[src/source/csma_defs.svh]
`ifndef CSMA_DEFS_SVH
`define CSMA_DEFS_SVH

// transmit queues, each owns one byte of the configuration word
`define CSMA_NUM_QUEUES 4

// idle clock cycles that make up one backoff slot
`define CSMA_SLOT_CYCLES 9

// reset state of the slot draw generator, must be nonzero
`define CSMA_RAND_SEED 16'hace1

// slot timer counter width, holds CSMA_SLOT_CYCLES - 1
`define CSMA_SLOT_CNT_W 8

`endif
[src/source/csma_pkg.sv]
package csma_pkg;

    // window exponent, window is (2**exp) - 1 slots
    typedef logic [3:0] cw_exp_t;

    // transmit queue number
    typedef logic [1:0] queue_idx_t;

    // backoff slot count, wide enough for exponent 15
    typedef logic [15:0] slot_count_t;

    // mask of the contention window for a given exponent
    function automatic slot_count_t cw_window(cw_exp_t exp_val);
        slot_count_t one_hot;
        one_hot = slot_count_t'(1) << exp_val; // 2**exp, still fits for exp 15
        return one_hot - slot_count_t'(1);
    endfunction

endpackage

[src/source/csma_backoff_top.sv]
`timescale 1ns/1ns
`include "csma_defs.svh"

module csma_backoff_top (
    input  logic                           clk,
    input  logic                           rstn,
    input  logic                           tx_request,
    input  logic                           medium_busy,
    input  logic                           retrans_trigger,
    input  logic                           tx_try_complete,
    input  logic                           quit_retrans,
    input  csma_pkg::queue_idx_t           tx_queue_idx,
    input  logic [`CSMA_NUM_QUEUES*8-1:0]  cw_combined,
    output logic                           tx_grant,
    output logic                           backoff_active,
    output csma_pkg::cw_exp_t              cw_exp,
    output csma_pkg::slot_count_t          backoff_slots
);
    import csma_pkg::*;

    logic        draw_req;
    logic        draw_valid;
    slot_count_t draw_slots;
    logic        slot_tick;

    // a request during a running backoff is dropped
    assign draw_req = tx_request && !backoff_active;

    cw_exp cw_exp_inst (
        .clk             (clk),
        .rstn            (rstn),
        .tx_try_complete (tx_try_complete),
        .quit_retrans    (quit_retrans),
        .retrans_trigger (retrans_trigger),
        .cw_combined     (cw_combined),
        .tx_queue_idx    (tx_queue_idx),
        .cw_exp          (cw_exp)
    );

    backoff_draw backoff_draw_inst (
        .clk        (clk),
        .rstn       (rstn),
        .draw_req   (draw_req),
        .cw_exp     (cw_exp),
        .draw_valid (draw_valid),
        .draw_slots (draw_slots)
    );

    slot_timer slot_timer_inst (
        .clk         (clk),
        .rstn        (rstn),
        .medium_busy (medium_busy),
        .restart     (draw_valid), // slots are timed from the draw
        .slot_tick   (slot_tick)
    );

    backoff_counter backoff_counter_inst (
        .clk            (clk),
        .rstn           (rstn),
        .load           (draw_valid),
        .slot_tick      (slot_tick),
        .load_slots     (draw_slots),
        .backoff_active (backoff_active),
        .tx_grant       (tx_grant),
        .backoff_slots  (backoff_slots)
    );

endmodule

[src/source/backoff_counter.sv]
`timescale 1ns/1ns

module backoff_counter (
    input  logic                   clk,
    input  logic                   rstn,
    input  logic                   load,
    input  logic                   slot_tick,
    input  csma_pkg::slot_count_t  load_slots,
    output logic                   backoff_active,
    output logic                   tx_grant,
    output csma_pkg::slot_count_t  backoff_slots
);
    import csma_pkg::*;

    slot_count_t remaining; // slots left before the grant tick
    logic        count_zero;
    logic        grant_now;

    assign count_zero = (remaining == '0);
    assign grant_now  = backoff_active && slot_tick && count_zero;

    always_ff @(posedge clk) begin
        if (!rstn) begin
            remaining      <= '0;
            backoff_active <= 1'b0;
            tx_grant       <= 1'b0;
        end else begin
            tx_grant <= grant_now; // single cycle pulse
            if (load) begin
                remaining      <= load_slots;
                backoff_active <= 1'b1;
            end else if (grant_now) begin
                backoff_active <= 1'b0; // done, medium is ours
            end else if (backoff_active && slot_tick) begin
                remaining <= remaining - 1'b1;
            end
        end
    end

    // last drawn count, kept for the MAC logs
    always_ff @(posedge clk) begin
        if (load) begin
            backoff_slots <= load_slots;
        end
    end

endmodule

[src/source/slot_timer.sv]
`timescale 1ns/1ns
`include "csma_defs.svh"

module slot_timer (
    input  logic clk,
    input  logic rstn,
    input  logic medium_busy,
    input  logic restart,
    output logic slot_tick
);

    localparam logic [`CSMA_SLOT_CNT_W-1:0] LAST_IDLE =
        `CSMA_SLOT_CNT_W'(`CSMA_SLOT_CYCLES - 1);

    logic [`CSMA_SLOT_CNT_W-1:0] idle_cnt; // idle cycles already seen in this slot

    // tick in the last idle cycle of a slot
    assign slot_tick = !medium_busy && !restart && (idle_cnt == LAST_IDLE);

    always_ff @(posedge clk) begin
        if (!rstn) begin
            idle_cnt <= '0;
        end else if (medium_busy) begin
            idle_cnt <= '0; // partial slot is lost
        end else if (restart) begin
            // restart cycle is the first idle cycle of a fresh slot
            idle_cnt <= `CSMA_SLOT_CNT_W'(1);
        end else if (slot_tick) begin
            idle_cnt <= '0; // wrap
        end else begin
            idle_cnt <= idle_cnt + 1'b1;
        end
    end

endmodule

[src/source/backoff_draw.sv]
`timescale 1ns/1ns
`include "csma_defs.svh"

module backoff_draw (
    input  logic                   clk,
    input  logic                   rstn,
    input  logic                   draw_req,
    input  csma_pkg::cw_exp_t      cw_exp,
    output logic                   draw_valid,
    output csma_pkg::slot_count_t  draw_slots
);
    import csma_pkg::*;

    logic [15:0] rng_q;
    logic [15:0] rng_a;
    logic [15:0] rng_b;
    logic [15:0] rng_next;

    // 16-bit xorshift with shifts 7, 9, 8
    always_comb begin
        rng_a    = rng_q ^ (rng_q << 7);
        rng_b    = rng_a ^ (rng_a >> 9);
        rng_next = rng_b ^ (rng_b << 8);
    end

    // generator runs every cycle so draws depend on request timing
    always_ff @(posedge clk) begin
        if (!rstn) begin
            rng_q      <= `CSMA_RAND_SEED;
            draw_valid <= 1'b0;
        end else begin
            rng_q      <= rng_next;
            draw_valid <= draw_req; // one cycle after the request
        end
    end

    always_ff @(posedge clk) begin
        if (draw_req) begin
            draw_slots <= rng_q & cw_window(cw_exp); // bound by current window
        end
    end

endmodule

[src/source/cw_exp.sv]
`timescale 1ns/1ns
`include "csma_defs.svh"

module cw_exp (
    input  logic                           clk,
    input  logic                           rstn,
    input  logic                           tx_try_complete,
    input  logic                           quit_retrans,
    input  logic                           retrans_trigger,
    input  logic [`CSMA_NUM_QUEUES*8-1:0]  cw_combined,
    input  csma_pkg::queue_idx_t           tx_queue_idx,
    output csma_pkg::cw_exp_t              cw_exp
);
    import csma_pkg::*;

    localparam int QUEUE_FIELD_W = 8; // min in low nibble, max in high nibble

    cw_exp_t    q0_min;
    cw_exp_t    cw_min;
    cw_exp_t    cw_max;
    queue_idx_t queue_idx_q;
    logic       cw_update;

    assign q0_min = cw_combined[$bits(cw_exp_t)-1:0]; // reset value, queue 0 minimum

    // limits of the queue currently selected by the MAC
    always_comb begin
        cw_min = cw_combined[QUEUE_FIELD_W*tx_queue_idx +: $bits(cw_exp_t)];
        cw_max = cw_combined[QUEUE_FIELD_W*tx_queue_idx + $bits(cw_exp_t) +: $bits(cw_exp_t)];
    end

    // a queue change shows up one edge later as cw_update
    always_ff @(posedge clk) begin
        if (!rstn) begin
            queue_idx_q <= '0;
            cw_update   <= 1'b0;
        end else begin
            queue_idx_q <= tx_queue_idx;
            cw_update   <= (queue_idx_q != tx_queue_idx);
        end
    end

    always_ff @(posedge clk) begin
        if (!rstn) begin
            cw_exp <= q0_min;
        end else if (cw_update || tx_try_complete || quit_retrans) begin
            cw_exp <= cw_min; // reset events win over growth
        end else if (retrans_trigger && (cw_exp < cw_max)) begin
            cw_exp <= cw_exp + 1'b1; // grow, saturating at the queue maximum
        end
    end

endmodule

[config.mk]
export PLATFORM = sky130hd
export DESIGN_NAME = csma_backoff_top
export DESIGN_NICKNAME = d
export VERILOG_FILES = /design/src/source/csma_pkg.sv /design/src/source/csma_backoff_top.sv /design/src/source/backoff_counter.sv /design/src/source/slot_timer.sv /design/src/source/backoff_draw.sv /design/src/source/cw_exp.sv
export VERILOG_INCLUDE_DIRS = /design/src /design/src/source
export SDC_FILE = /design/constraint.sdc
export NUM_CORES = 1
export LEC_CHECK = 0
export BUFFER_PORTS_ARGS = -buffer_cell sky130_fd_sc_hd__buf_4
export CAP_MARGIN = 30
export CORE_UTILIZATION = 30
export DETAILED_ROUTE_END_ITERATION = 12
export PLACE_DENSITY = 0.55
export SLEW_MARGIN = 40
export SYNTH_ARGS = -nofsm -noshare
export SYNTH_HDL_FRONTEND = slang
export SYNTH_SLANG_ARGS = --single-unit
[constraint.sdc]
create_clock -name clk -period 3 [get_ports clk]
set_clock_uncertainty 0.05 [all_clocks]
set_input_delay 0.15 -clock clk [delete_from_list [all_inputs] [get_ports clk]]
set_output_delay 0.15 -clock clk [all_outputs]
set_load 0.03 [all_outputs]
# --- After elaboration in Yosys (flattened, before gate mapping) ---
# Cells that the tools add are included.
totals:
  ff_bits: 82
  out_inout_bits: 22
  elab_cells: 57
classes:
  add_sub_neg: 5
  order_cmp: 1
  n_eq_ne: 4
  shift: 3
  mux: 10
  bitwise_logic: 5
  n_reduce_logical: 17
op_table:
  columns: ["op", "n"]
  rows:
  - ["16-bit 2-to-1 mux", 3]
  - ["32-bit by 33-bit indexed part select with 4-bit output", 1]
  - ["32-bit by 6-bit indexed part select with 4-bit output", 1]
  - ["16-bit by 1-bit subtractor with 16-bit output, second input constant", 2]
  - ["16-bit bitwise XOR", 2]
  - ["16-bit AND", 1]
  - ["16-bit logical NOT", 1]
  - ["1-bit by 4-bit left shift with 16-bit output, first input constant", 1]
  - ["16-bit by 7-bit bitwise XOR with 16-bit output", 1]
  - ["4-bit 2-to-1 mux", 3]
  - ["8-bit by 1-bit adder with 8-bit output, second input constant", 1]
  - ["8-bit by 4-bit == test with 1-bit output, second input constant", 1]
  - ["5-bit by 3-bit adder with 6-bit output, second input constant", 1]
  - ["1-bit logical AND", 6]
  - ["4-bit by 1-bit adder with 4-bit output, second input constant", 1]
  - ["4-bit less-than comparator", 1]
  - ["1-bit 2-to-1 mux", 4]
  - ["2-bit nonzero test", 2]
  - ["4-bit OR reduction", 1]
  - ["1-bit logical NOT", 3]
  - ["3-bit by 1-bit != test with 1-bit output, second input constant", 1]
  - ["1-bit logical OR", 2]
  - ["2-bit != test", 1]
  - ["2-bit != test, second input constant", 1]
  - ["3 further kinds", 3]

# --- Logic depth before layout (Yosys ltp) ---
# Gate-level depths: netlist of run 1.
logic_depth:
  ltp_word: 7
  mapped_depth: 8
  depth_no_buf: 7

# --- Cells and area by module ---
# A second synthesis of run 1 with hierarchy kept.
hier_totals:
  cells_unflattened: 368
  hier_area_um2: 4132.7
by_module_without_submodules:
  columns: ["mod", "instances", "cells_per_inst", "area_per_inst_um2", "seq_area_each_um2"]
  rows:
  - ["backoff_counter", 1, 144, 1557.7, 840.8]
  - ["backoff_draw", 1, 122, 1497.7, 820.8]
  - ["cw_exp", 1, 57, 671.9, 180.2]
  - ["slot_timer", 1, 44, 391.6, 160.2]
  - ["csma_backoff_top", 1, 1, 13.8, 0.0]

# --- Worst setup path before layout of run 1 ---
# No wires, ideal clock.
synth_timing:
  kind: "register to register"
  from: "register cw_exp_inst.cw_exp[2]"
  to: "register backoff_draw_inst.draw_slots[9], data pin"
  setup_ns: 0.255
  t_arrival_ns: 2.157
  required_time_ns: 2.695
  slack_ns: 0.539
  path_stages_with_launch: 9
  cell_sequence: "edfxtp_1 clkbuf_1 inv_1 ha_1 or4_1 nor2_1 o21a_1 xnor2_1 and2_1"
synth_via:
  elab_chain_cells: 3
synth_lines:
  columns: ["item", "line", "text"]
  rows:
  - ["from (decl)", "cw_exp.sv:12", "output csma_pkg::cw_exp_t cw_exp"]
  - ["from (signal assigned)", "cw_exp.sv:45", "cw_exp <= q0_min;"]
  - ["from (signal assigned)", "cw_exp.sv:47", "cw_exp <= cw_min;"]
  - ["from (signal assigned)", "cw_exp.sv:49", "cw_exp <= cw_exp + 1'b1;"]
  - ["1-bit by 4-bit left shift with 16-bit output", "csma_pkg.sv:15", "one_hot = slot_count_t'(1) << exp_val;"]
  - ["16-bit by 1-bit subtractor with 16-bit output", "csma_pkg.sv:16", "return one_hot - slot_count_t'(1);"]
  - ["16-bit AND", "backoff_draw.sv:39", "draw_slots <= rng_q & cw_window(cw_exp);"]
  - ["to (signal assigned)", "backoff_draw.sv:39", null]
  - ["to (decl)", "backoff_draw.sv:10", "output csma_pkg::slot_count_t draw_slots"]
# Every way passes these cells.
# A chain may end at the register's enable or synchronous reset.

# --- Worst setup path in the final report of run 1 ---
layout_timing:
  from: "register cw_exp_inst.cw_exp[0]"
  to: "register backoff_draw_inst.draw_slots[13], data pin"
# The elaborated chain is that of the path after synthesis.

==> results.py, run 1 <==
metrics = {
    "route": {
        "vias": 3027,
        "wl_per_cell_um": 14.02,
        "vias_per_cell": 4.790,
        "dr.first_iter.drc_count": 172,
        "drt_first_pass_iters": 4,
        "post-route-drc-count": 0,
        "routed_wl_mm": 8.862,
        "ant_nets": 0,
    },
    "timing": {
        "worstMarginPinSlew_ps": 703.6,
        "hold_violations": 0,
        "drv_slew": 0,
        "setup_ws_ps": 626.4,
        "max_freq_mhz": 421.3,
        "rsz0062_at_grt": "no",
        "holdWs_ps": 75.27,
        "max_slew_margin_pct": 52.74,
        "setup-violations-final": 0,
        "finalCritPeriodShare_pct": 79.12,
        "tns_ps": 0,
        "min_period_ps": 2374,
    },
    "synth": {
        "syn_avg_cell_area_um2": 10.60,
        "syn_nets": 443,
        "synth_flop_cell": "dfxtp_1",
        "yosys_warnings": 0,
        "yosysSeqAreaShare_pct": 48.66,
        "yosysTopAreaCellShare_pct": 26.28,
        "ys_types": 52,
        "synth_enable_flop_cells": 36,
        "synthCells": 388,
        "synthTopCellsByArea": "edfxtp_1, dfxtp_1, xnor2_1",
        "synthArstFlopShare_pct": 0,
        "synth_area_um2": 4114,
        "synth_area_leader_cell": "edfxtp_1",
        "ys_ff_latch": 82,
    },
    "global_routing": {
        "grt_usage_pct": 13.32,
        "grt_max_degree": 39,
        "antenna_found_initial": 0,
        "grt_pass1_wl_mm": 15.07,
        "grt_pass1_vias": 3014,
        "grt_overflow": 0,
    },
    "pwr": {
        "finalPower_mw": 3.734,
        "ir_drop_v": 0.0003001,
        "p_leak_nw": 1.944,
        "power_density_nw_per_um2": 735.9,
    },
    "floorplan": {
        "initial_core_util_pct": 30.94,
        "num_io_pins": 63,
        "die_x_um": 119.1,
        "die_area_um2": 14190,
        "row_count": 42,
        "die_y_um": 119.1,
        "core-area_um2": 13300,
    },
    "min_path": {
        "worst_hold_startpoint": "cw_combined[3]",
        "min_path_type": "in -> reg",
    },
    "place": {
        "dp_hpwl_mm": 6.550,
        "io_buffers": 62,
        "place_congestion": 0.8144,
        "pre_cts_slack_ps": 664.1,
        "postPlaceCellArea_um2": 4771,
    },
    "clock_tree": {
        "insertion_delay_ps": 330,
        "post_cts_resized": 0,
        "clock-sinks": 82,
        "cts.hold.buffers_added": 0,
        "htree_levels": 3,
        "cts_buffers": 9,
        "cts_buffer_depth": 2,
        "cts_tree": "done",
        "clk_pin_slew_worst_paths_ps": 60,
        "post_cts_buffers": 0,
        "cts_root_buf": "clkbuf_16",
    },
    "finish": {
        "final_common_cell": "buf_4",
        "diodes": 0,
        "syn_to_final_growth_pct": 23.36,
        "fillers": 1329,
        "final_nets": 506,
        "final_area_um2": 5075,
        "layout_common_cells": "buf_4, dfxtp_1, edfxtp_1",
        "drive_gt1_share_pct": 21.49,
    },
    "critical_path": {
        "startpoint": "cw_exp_inst.cw_exp[0]",
        "crit_required_ps": 3110,
        "worstPathMaxFanout": 9,
        "crit_type": "reg -> reg",
        "cp-start-kind": "flop",
        "cp.arrival_ps": 2480,
        "r2r-start": "cw_exp_inst.cw_exp[0]",
        "ff2ff_setup_slack_ps": 630,
        "critPathCaptureType": "flop",
    },
    "run_status": {
        "status": "finished, final reports clean",
    },
    "run": {
        "max_cap_viol_count": 0,
    },
}
## cells in the mapped netlist, types with 2 or more instances
library cell / instances
nor4b_1: 6
and2_1: 11
mux4_2: 8
a21boi_0: 2
or4_4: 2
nor2b_1: 6
clkbuf_1: 12
nand2b_1: 2
xor2_1: 15
inv_1: 16
edfxtp_1: 36
nand2_1: 29
nand4_1: 5
nand3_1: 11
o21a_1: 3
a31oi_1: 4
a21o_1: 2
dfxtp_1: 46
nor3_1: 4
a21oi_1: 19
or3_1: 5
a211oi_1: 4
nor2_1: 34
buf_2: 2
xnor2_1: 34
o21ai_0: 18
and3_1: 7
o31ai_1: 2
nor4_4: 2
ha_1: 14
nor4_1: 4
nor4b_2: 2
nor3b_1: 2
## per-layer routing
layer	up-vias	wire [µm]	global-route usage, %
met3	9	404	3.305
met5	-	0	0
met4	0	56	3.006
li1	1512	-	-
met1	1429	4017	16.86
met2	77	4384	22.71
## logic make-up (layout without fill, tap and decap cells)
family	count (synthesis)	after routing	share of synthesized area (%)
buf+inv	31	99	3.072
simple gates	140	140	19.46
xor+xnor	49	49	10.43
flops	82	82	48.66
compound gates	64	64	9.732
mux	8	8	4.379
fa+ha+maj	14	14	4.258
## worst paths after layout
path	to	depth (start not counted)
min	cw_exp_inst.cw_exp[3]	2
max reg2reg	backoff_draw_inst.draw_slots[13]	7
max	backoff_draw_inst.draw_slots[13]	7
min reg2reg	backoff_counter_inst.backoff_slots[2]	0
## registers in the layout, summed over array words and instances, names as in the netlist
name	cells
backoff_counter_inst.backoff_slots	16
backoff_counter_inst.remaining	16
backoff_draw_inst.draw_slots	16
backoff_draw_inst.rng_q	16
slot_timer_inst.idle_cnt	8
cw_exp_inst.cw_exp	4
cw_exp_inst.queue_idx_q	2
backoff_counter_inst.backoff_active	1
backoff_counter_inst.tx_grant	1
backoff_draw_inst.draw_valid	1
cw_exp_inst.cw_update	1
## through the flow
stage          util, %  cells
2_1_floorplan        -    388
3_3_place_gp     35.88    616
3_5_place_dp     35.88    616
4_1_cts          38.17    632
5_1_grt          38.17    632
6_report         38.17    632
## power breakdown
part | total [mW] | switching [mW] | leakage [nW] | internal, mW
Combinational | 1.05 | 0.539 | 1.07 | 0.516
Sequential | 1.55 | 0.156 | 0.729 | 1.39
Clock | 1.13 | 0.406 | 0.145 | 0.727
Total | 3.73 | 1.10 | 1.94 | 2.63
## critical path: stages (launching register included)
cell and delay, ps:
edfxtp_1 460, inv_1 120, ha_1 330, or4_1 600, nor2_1 150, o21a_1 160, o21ai_0 110, a21boi_0 220
## layout make-up
type | instances | area (µm²) | area share [%]
clock buffers | 13 | 240.2 | 4.734
multi-input cells | 275 | 1986 | 39.13
well taps | 176 | 220.2 | 4.339
repair buffers | 67 | 503.0 | 9.911
flip-flops and latches | 82 | 2002 | 39.45
clock inverters | 3 | 63.81 | 1.257
inverters | 16 | 60.06 | 1.183
(Power assumes the default switching activity.)
==> inputs of run 2 (changes only) <==
- PLACE_DENSITY: 0.55 -> 0.56
- clock period: 3 -> 2.05 ns (I/O delays scaled with it)
==> results.py, run 2 (same netlist as run 1, synthesis figures left out) <==
metrics = {
    "route": {
        "vias": 3244,
        "post-route-drc-count": 0,
        "wl_per_cell_um": 14.71,
        "ant_nets": 0,
        "dr.first_iter.drc_count": 243,
        "drt_first_pass_iters": 4,
        "routed_wl_mm": 10.02,
        "vias_per_cell": 4.764,
    },
    "finish": {
        "diodes": 0,
        "final_cells": 681,
        "final_common_cell": "buf_4",
        "syn_to_final_growth_pct": 37.71,
        "final_area_um2": 5665,
        "final_nets": 555,
        "layout_common_cells": "buf_4, dfxtp_1, edfxtp_1",
        "drive_gt1_share_pct": 34.65,
    },
    "min_path": {
        "min_path_type": "in -> reg",
    },
    "clock_tree": {
        "cts_buffers": 9,
        "cts_tree": "done",
        "cts_buffer_depth": 2,
        "clock-sinks": 82,
        "clk_pin_slew_worst_paths_ps": 70,
        "insertion_delay_ps": 340,
        "htree_levels": 3,
        "cts_root_buf": "clkbuf_16",
    },
    "critical_path": {
        "crit_chain": "ha_4, ha_4, or4_4, nor2_4, o21a_1, xnor2_1, and2_1",
        "crit_required_ps": 2100,
        "ff2ff_setup_slack_ps": -40,
        "cpMostUsedCell": "ha_4",
        "cp_slowest_cell": "or4_4",
        "cpPeakStageDelay_ps": 510,
        "crit_type": "reg -> reg",
        "critPathCaptureType": "flop",
        "cp.arrival_ps": 2140,
        "worstPathMaxFanout": 3,
        "cp-start-kind": "flop",
    },
    "global_routing": {
        "grt_overflow": 0,
        "antenna_found_initial": 0,
        "grt_pass1_vias": 3390,
        "grt_usage_pct": 14.69,
        "grt_max_degree": 25,
        "grt_pass1_wl_mm": 16.25,
    },
    "pwr": {
        "power_density_nw_per_um2": 1022,
        "pwr-share-comb_pct": 31.0,
        "p_int_mw": 3.930,
        "p_clk_share_pct": 30.0,
        "p_seq_share_pct": 39.0,
        "switching_power_mw": 1.862,
        "p_leak_nw": 2.229,
        "ir_drop_v": 0.0004963,
        "switching_share_pct": 32.14,
    },
    "place": {
        "place_congestion": 0.8201,
        "dp_hpwl_mm": 7.388,
        "dp.cells": 656,
        "io_buffers": 62,
        "pre_cts_slack_ps": -81.59,
        "postPlaceCellArea_um2": 5106,
    },
    "timing": {
        "max_freq_mhz": 477.4,
        "min_period_ps": 2095,
        "drv_slew": 0,
        "setup_ws_ps": -44.60,
        "worstMarginPinSlew_ps": 574.0,
        "max_slew_margin_pct": 61.69,
        "holdWs_ps": 22.78,
        "setup-violations-final": 1,
        "finalCritPeriodShare_pct": 102.2,
        "hold_violations": 0,
        "rsz0062_at_grt": "yes",
    },
    "floorplan": {
        "num_io_pins": 63,
        "die_y_um": 119.1,
        "die_area_um2": 14190,
        "initial_core_util_pct": 30.94,
        "row_count": 42,
        "core-area_um2": 13300,
        "die_x_um": 119.1,
    },
    "run_status": {
        "violations": "setup timing",
        "status": "finished with violations",
    },
    "run": {
        "max_cap_viol_count": 0,
    },
}
[run 2: worst max-delay path, delay by kind of cell, from the launching register on]
family	cells	cell delay, ps
fa+ha+maj	2	370
xor+xnor	1	60
simple gates	3	750
flops	1	470
compound gates	1	150
[run 2: layer usage]
metal	vias to the layer above	wire [µm]	GRT usage, %
met5	-	0	0
met4	0	57	4.351
met3	7	417	3.592
met2	77	5211	26.27
met1	1546	4331	17.21
li1	1614	-	-
[run 2: power by group through the flow]
| stage | combinational, mW | clock [mW] | sequential (mW) |
|---|---|---|---|
| detailed placement | 1.70 | 0 | 2.29 |
| CTS | 1.74 | 1.77 | 2.26 |
| global placement | 1.67 | 0 | 2.29 |
| global route | 1.98 | 1.85 | 2.29 |
| floorplan | 1.18 | 0 | 2.29 |
| finish | 1.80 | 1.74 | 2.26 |
[run 2: stage by stage]
stage	TNS (ps)	power, mW	util (%)
2_1_floorplan	-690.0	3.476	-
3_3_place_gp	-78.46	3.955	38.41
3_5_place_dp	-157.1	3.991	38.41
4_1_cts	-47.95	5.775	41.34
5_1_grt	-741.1	6.117	42.61
6_report	-44.60	5.791	42.61
[run 2: path summary, 6_finish.rpt]
check | startpoint | to | cells past startpoint
max | cw_exp_inst.cw_exp[1] | backoff_draw_inst.draw_slots[9] | 7
min | medium_busy | slot_timer_inst.idle_cnt[0] | 3
max reg2reg | cw_exp_inst.cw_exp[1] | backoff_draw_inst.draw_slots[9] | 7
min reg2reg | backoff_draw_inst.draw_slots[11] | backoff_counter_inst.backoff_slots[11] | 0
[run 2: layout make-up]
cell class / count / area, µm²
multi-input combinational: 275 / 2163
clock buffer: 9 / 225.2
inverter: 16 / 65.06
sequential: 82 / 2004
clock inverter: 7 / 92.59
fill: 1248 / 7630
timing repair buffer: 116 / 894.6
tap: 176 / 220.2
[run 2: what timing repair did]
| action | in CTS | in global routing |
|---|---|---|
| gates resized for setup | 9 | 28 |
| buffers inserted | 2 | 5 |
| hold endpoints to repair | 4 | 0 |
| pin swaps | 6 | 8 |
| hold buffers | 2 | 0 |
| setup endpoints to repair | 5 | 19 |
